File: config.mk
export PLATFORM = sky130hd
export DESIGN_NAME = sync_fifo
export DESIGN_NICKNAME = d
export VERILOG_FILES = /design/src/source/csi_tx_pkg.sv /design/src/source/sync_fifo.sv
export VERILOG_INCLUDE_DIRS = /design/src /design/src/source
export SDC_FILE = /design/constraint.sdc
export NUM_CORES = 1
export LEC_CHECK = 0
export ABC_AREA = 1
export BUFFER_PORTS_ARGS = -buffer_cell sky130_fd_sc_hd__buf_4
export CORE_MARGIN = 2
export CORE_UTILIZATION = 40
export DETAILED_ROUTE_END_ITERATION = 8
export HOLD_SLACK_MARGIN = 0.06
export PLACE_DENSITY = 0.64
export REMOVE_ABC_BUFFERS = 1
export SKIP_LAST_GASP = 1
export SYNTH_ARGS = -nofsm -noshare
export SYNTH_HDL_FRONTEND = slang
export SYNTH_SLANG_ARGS = --single-unit
File: constraint.sdc
create_clock -name clk_data -period 5.45 [get_ports clk_data]
set_input_delay 1.09 -clock clk_data [delete_from_list [all_inputs] [get_ports clk_data]]
set_output_delay 1.09 -clock clk_data [all_outputs]
set_load 0.01 [all_outputs]
File: src/source/csi_tx_defines.svh
`ifndef CSI_TX_DEFINES_SVH
`define CSI_TX_DEFINES_SVH

// payload beat geometry
`define CSI_DATA_WIDTH 64
`define CSI_BYTES      8

// extension bits of the virtual channel
`define CSI_VCX_WIDTH  2

`define NUM_PIPES      4

// depth is 1 << FIFO_AWIDTH
`define FIFO_AWIDTH    4

`define DT_YUV422_8B   6'h1E

`endif

File: src/source/csi_tx_pkg.sv
`include "csi_tx_defines.svh"

package csi_tx_pkg;

    // one registered IDI input cycle
    typedef struct packed {
        logic                         header_en;
        logic                         data_en;
        logic [5:0]                   data_type;
        // base bits on top, extension bits below
        logic [2+`CSI_VCX_WIDTH-1:0]  virtual_channel;
        logic [15:0]                  word_count;
        logic [`CSI_BYTES-1:0]        bytes_en;
        logic [`CSI_DATA_WIDTH-1:0]   csi_data;
    } idi_beat_t;

    // payload layout of a header entry
    typedef struct packed {
        // ecc and spare bits, zero
        logic [`CSI_DATA_WIDTH-2-`CSI_VCX_WIDTH-6-16-1:0] rsv;
        logic [2+`CSI_VCX_WIDTH-1:0]                      virtual_channel;
        logic [5:0]                                       data_type;
        logic [15:0]                                      word_count;
    } idi_hdr_payload_t;

    // one FIFO entry, header or data
    typedef struct packed {
        logic                       data_en;
        logic                       short_packet_en;
        logic                       footer_en_flag;
        logic                       header_en_flag;
        logic [`CSI_DATA_WIDTH-1:0] payload;
    } idi_entry_t;

endpackage

File: src/source/sync_fifo.sv
`include "csi_tx_defines.svh"

module sync_fifo import csi_tx_pkg::*; (
    input  logic       clk_data,
    input  logic       rst_n,
    input  logic       wr_en,
    input  idi_entry_t wr_entry,
    input  logic       pop,
    output idi_entry_t head,
    output logic       empty,
    output logic       overflow
);

    localparam int DEPTH = 1 << `FIFO_AWIDTH;

    idi_entry_t            mem [DEPTH];
    logic [`FIFO_AWIDTH:0] wr_ptr;
    logic [`FIFO_AWIDTH:0] rd_ptr;
    logic                  full;

    // extra pointer bit tells full from empty
    assign empty = (wr_ptr == rd_ptr);
    assign full  = (wr_ptr[`FIFO_AWIDTH] != rd_ptr[`FIFO_AWIDTH]) &&
                   (wr_ptr[`FIFO_AWIDTH-1:0] == rd_ptr[`FIFO_AWIDTH-1:0]);

    // show-ahead read
    assign head = mem[rd_ptr[`FIFO_AWIDTH-1:0]];

    always_ff @(posedge clk_data) begin
        if (wr_en && !full) begin
            mem[wr_ptr[`FIFO_AWIDTH-1:0]] <= wr_entry;
        end
    end

    always_ff @(posedge clk_data or negedge rst_n) begin
        if (!rst_n) begin
            wr_ptr   <= '0;
            rd_ptr   <= '0;
            overflow <= 1'b0;
        end else begin
            if (wr_en && !full) begin
                wr_ptr <= wr_ptr + 1'b1;
            end
            // sticky until reset
            if (wr_en && full) begin
                overflow <= 1'b1;
            end
            if (pop && !empty) begin
                rd_ptr <= rd_ptr + 1'b1;
            end
        end
    end

    a_no_pop_empty: assert property (@(posedge clk_data) disable iff (!rst_n)
        pop |-> !empty);

endmodule

==> impl_metrics.json, run 1 <==
{
  "coreArea_mm2": 0.110,
  "totalWireLength_mm": 111,
  "whs_ns": 0.243,
  "path_cells": "inv_8 > buf_4 > nor2_1 > o21ai_0 > nand2_1 > nand2_1 > nand2_1 > inv_1 > nand2_1 > buf_4",
  "placement.cell_area_mm2": 0.0471,
  "dr.pass1.iters": 7,
  "utilization_pct": 45.9,
  "grt_pass1_vias": 26800,
  "power_leakage_nw": 18.2,
  "vdd_drop_max_mv": 0.495,
  "worst_path_largest_cell_delay_ns": 0.73,
  "die-area_mm2": 0.114,
  "layout_common_cells": "edfxtp_1, nand2_1, nor2_1",
  "clkLatencyLatePin_ns": 0.68,
  "cts.sinks": 1099,
  "total_power_mw": 26.9,
  "dp_slack_ns": 1.66,
  "slew_viol_final": 0,
  "grt_pass1_wl_mm": 167,
  "cts_hold_buf": 0,
  "mostFrequentLayoutCell": "edfxtp_1",
  "end_kind": "primary output",
  "wl_per_cell_um": 20.3,
  "fillers": 9829,
  "worstPathArrival_ns": 3.32,
  "multi_input_area_mm2": 0.0101,
  "route.detailed.drc": 0,
  "grt_max_degree": 245,
  "fin_crit_ns": 4.41,
  "power_density_mw_per_mm2": 531,
  "gp_congestion": 0.755,
  "cts_tree": "built",
  "fp.dieH_um": 337,
  "relSlewSlack_pct": 15.1,
  "overflow": 0,
  "final-hold-violation-count": 0,
  "criticalPathCategory": "reg -> out",
  "detail-route-antenna-nets": 0,
  "clock_path_buffers": 3,
  "die_w_um": 337,
  "rsz0062_at_grt": "no",
  "drt_first_iter_violations": 3155,
  "critical_path_required_ns": 4.36,
  "finish.net_count": 3987,
  "root_buffer": "clkbuf_16",
  "worst_pin_slew_ns": 1.27,
  "cts-buffers-inserted": 109,
  "rrSetupSlack_ns": 1.60,
  "synth.distinct_cells": 27,
  "drive_gt1_share_pct": 10.1,
  "synth_area_per_cell_um2": 11.6,
  "max_cap_violations": 0,
  "avgViaCountPerCell": 5.14,
  "dp.cells": 5287,
  "post_cts_buffers": 0,
  "max_freq_ghz": 0.227,
  "initial_core_util_pct": 40.2,
  "stdcell_count": 5493,
  "syn_inst": 3816,
  "status": "finished, final reports clean",
  "htreeDepth": 3,
  "vias": 28300,
  "antenna_found_initial": 4,
  "fin_area_mm2": 0.0507,
  "dpl.hpwl_mm": 55.2,
  "critPathMaxFanout": 96,
  "syn_area_mm2": 0.0443,
  "fin_skew_ns": 0.0241,
  "yosysWarnings": 0,
  "hold_class": "in -> async",
  "clk_pin_slew_ns": 0.06,
  "cts_resized": 0,
  "fin_crit_sh_pct": 81.0,
  "rows": 122,
  "worst_slack_ns": 1.04,
  "yosys_register_bits": 1099,
  "cpMostUsedCell": "nand2_1",
  "setup_tns_ns": 0,
  "track_usage_pct": 19.4,
  "ys_seq_area_share_pct": 74.3,
  "io_buffers": 141,
  "regArea_mm2": 0.0330,
  "critPathSlowestCell": "dfrtp_4",
  "io_pins": 142,
  "crit_path_start_kind": "flop",
  "finalSetupViolCount": 0,
  "area_delta_synth_final_pct": 14.2
}
cells by family after synthesis:
| group | Yosys count | share of synthesized area, % |
|---|---|---|
| simple gates | 1926 | 17.1 |
| flops | 1099 | 74.3 |
| fa+ha+maj | 5 | 0.141 |
| xor+xnor | 4 | 0.0790 |
| compound gates | 477 | 5.39 |
| buf+inv | 305 | 3.03 |
report_power, final:
group	switching, mW	leakage, nW	internal (mW)	total [mW]
logic	6.31	6.47	2.81	9.12
registers	0.293	9.96	10.1	10.4
clock network	3.17	1.73	4.21	7.38
Yosys cell counts:
master / count / area (µm²)
edfxtp_1: 1088 / 32700
nand2_1: 933 / 3500
nor2_1: 760 / 2850
o21ai_0: 435 / 2180
nand3_1: 216 / 1080
buf_2: 90 / 450
clkbuf_1: 87 / 327
inv_1: 82 / 308
o21ai_1: 41 / 205
buf_1: 27 / 101
dfrtp_1: 11 / 275
nor2_2: 10 / 62.6
buf_4: 7 / 52.6
buf_6: 6 / 67.6
ha_1: 5 / 62.6
nand2_2: 3 / 18.8
clkinv_1: 2 / 7.51
inv_2: 2 / 7.51
xnor2_1: 2 / 17.5
xor2_1: 2 / 17.5
buf_8: 1 / 15.0
inv_4: 1 / 6.26
nand2_4: 1 / 11.3
nand3_2: 1 / 10.0
nand3_4: 1 / 17.5
nor2_4: 1 / 11.3
o21bai_1: 1 / 7.51
state kept, by name, summed over array words and instances, names as in the netlist:
name      cells
mem        1088
rd_ptr        5
wr_ptr        5
overflow      1
worst max-delay path, delay by kind of cell (launching register included):
family,cells,cell delay [ns]
flip-flops,1,0.73
AND/OR/NAND/NOR,5,0.43
buffers and inverters,4,1.37
AO/OA/AOI/OAI,1,0.08
worst paths after layout:
kind / startpoint / to / cells past startpoint
setup / recovery: rd_ptr[1] / head[59] / 10
hold / removal: rst_n / overflow / 1
setup reg to reg: rd_ptr[2] / mem[7][49] / 8
hold reg to reg: overflow / overflow / 1
max in group asynchronous: rst_n / rd_ptr[2] / 1
min in group clk_data: overflow / overflow / 1
metal layers:
metal,track usage [%],share of wire [%]
met1,28.7,46
met4,4.89,1.9
met5,0,0.035
met2,30.0,46
met3,2.94,6.7
cell type report:
cell class	count	share of cell area, %
Tap cell	1488	3.68
Timing Repair Buffer	201	3.52
Antenna cell	1	0.00494
Clock inverter	80	1.31
Clock buffer	125	5.69
Sequential cell	1099	65.1
Inverter	87	0.704
Multi-Input combinational cell	2412	20.0
No activity file was read; power rests on OpenSTA's default activity.
==> inputs of run 2 (changes only) <==
- clock period: 5.45 -> 4.16 ns (I/O delays scaled with it)
==> run 2 against run 1 <==
Effect of this change:
- sequential share of layout area fell by 0.32 points
- die area did not move
- register-to-register slack got worse by 0.53 ns
- via count fell by 0.56%
- count of clock-buffer cells in the layout rose by 20
- global-route usage rose by 0.070 points
- critical path depth fell by 2
- hold slack improved by 0.20 ns
- setup slack got worse by 0.83 ns
- critical path type unchanged
==> impl_metrics.json, run 2 (synthesis gave the netlist of run 1 again) <==
{
  "die-area_mm2": 0.114,
  "hold_class": "in -> reg",
  "vdd_drop_max_mv": 0.462,
  "fin_skew_ns": 0.0368,
  "rows": 122,
  "crit_path_start_kind": "flop",
  "grt_max_degree": 176,
  "final-hold-violation-count": 0,
  "fin_crit_sh_pct": 94.9,
  "critical_path_required_ns": 3.33,
  "fillers": 9797,
  "grt_pass1_vias": 26700,
  "mostFrequentLayoutCell": "edfxtp_1",
  "stdcell_count": 5507,
  "slew_viol_final": 0,
  "coreArea_mm2": 0.110,
  "total_power_mw": 35.4,
  "worst_slack_ns": 0.210,
  "detail-route-antenna-nets": 0,
  "dp.cells": 5298,
  "die_w_um": 337,
  "totalWireLength_mm": 111,
  "drt_first_iter_violations": 2543,
  "end_kind": "primary output",
  "htreeDepth": 3,
  "met3_usage_pct": 3.30,
  "power_leakage_nw": 18.3,
  "busiest_layer": "met2",
  "dp_slack_ns": 0.862,
  "worstPathArrival_ns": 3.12,
  "min_from": "pop",
  "initial_core_util_pct": 40.2,
  "status": "finished, final reports clean",
  "wl_per_cell_um": 20.1,
  "io_pins": 142,
  "antenna_found_initial": 6,
  "met1_usage_pct": 26.7,
  "drive_gt1_share_pct": 9.90,
  "max_freq_ghz": 0.253,
  "cts-buffers-inserted": 111,
  "clock_path_buffers": 3,
  "io_buffers": 141,
  "overflow": 0,
  "finalSetupViolCount": 0,
  "fin_crit_ns": 3.95,
  "regArea_mm2": 0.0330,
  "clkLatencyLatePin_ns": 0.69,
  "cts.sinks": 1099,
  "relSlewSlack_pct": 37.2,
  "clk_pin_slew_ns": 0.06,
  "rsz0062_at_grt": "no",
  "cp-startpoint": "rd_ptr[2]",
  "fp.dieH_um": 337,
  "max_cap_violations": 0,
  "finish.net_count": 4001,
  "multi_input_area_mm2": 0.0101,
  "worst_pin_slew_ns": 0.943,
  "power_density_mw_per_mm2": 695,
  "post_cts_buffers": 0,
  "dr.pass1.iters": 7,
  "largest_reg_flops": 1088,
  "layout_common_cells": "edfxtp_1, nand2_1, nor2_1",
  "r2r_start": "rd_ptr[2]",
  "critPathMaxFanout": 31,
  "gp_congestion": 0.748,
  "root_buffer": "clkbuf_16",
  "diodes": 0,
  "cts_tree": "built",
  "track_usage_pct": 19.5,
  "area_delta_synth_final_pct": 14.8,
  "avgViaCountPerCell": 5.10,
  "met2_usage_pct": 32.0,
  "criticalPathCategory": "reg -> out",
  "dpl.hpwl_mm": 55.6,
  "grt_pass1_wl_mm": 167,
  "route.detailed.drc": 0,
  "setup_tns_ns": 0,
  "vias": 28100
}
[run 2: where the power goes]
| group | switching [mW] | internal [mW] | total [mW] |
|---|---|---|---|
| registers | 0.347 | 13.2 | 13.6 |
| clock network | 4.11 | 5.62 | 9.72 |
| logic | 8.27 | 3.80 | 12.1 |
| total | 12.7 | 22.6 | 35.4 |
[run 2: routing by layer]
layer | up-vias | part of all wire, %
met2 | 792 | 48
li1 | 13300 | -
met5 | - | 0.066
met1 | 13800 | 44
met3 | 174 | 6.4
met4 | 12 | 2.3
[run 2: worst paths after layout]
kind	slack, ns	to	depth (start not counted)
max	0.21	head[22]	8
min	0.44	rd_ptr[0]	3
max reg2reg	1.07	mem[6][16]	8
min reg2reg	0.53	wr_ptr[4]	2
max in group asynchronous	3.37	rd_ptr[1]	2
min in group asynchronous	0.55	rd_ptr[4]	2
[run 2: critical path, cell delays in order, from the launching register on]
cell and delay [ns]:
dfrtp_4 0.83, nand2_1 0.14, clkinv_2 0.29, buf_4 0.51
nand2_1 0.16, nand2_1 0.10, inv_1 0.04, nand2_1 0.13
buf_4 0.15
[run 2: area by class of cell]
class | instances | share of cell area [%]
clock inverters | 63 | 1.08
multi-input cells | 2412 | 19.9
clock buffers | 145 | 5.89
repair buffers | 213 | 3.99
inverters | 87 | 0.701
well taps | 1488 | 3.66
flip-flops and latches | 1099 | 64.7
[run 2: stage by stage]
stage | hold WS, ns | cell area (µm²) | util [%]
6_report | 0.439 | 50900 | 46.1
5_1_grt | 0.430 | 50900 | 46.1
4_1_cts | 0.399 | 50900 | 46.1
3_5_place_dp | 0.525 | 47300 | 42.9
3_3_place_gp | 0.502 | 47300 | 42.9
2_1_floorplan | 0.483 | 43300 | -
[run 2: what timing repair did]
item / CTS / global route
endpoints found under the hold margin: 11 / 0
hold buffers: 1 / 0
gates resized for setup: 0 / 1
setup endpoints to repair: 0 / 5
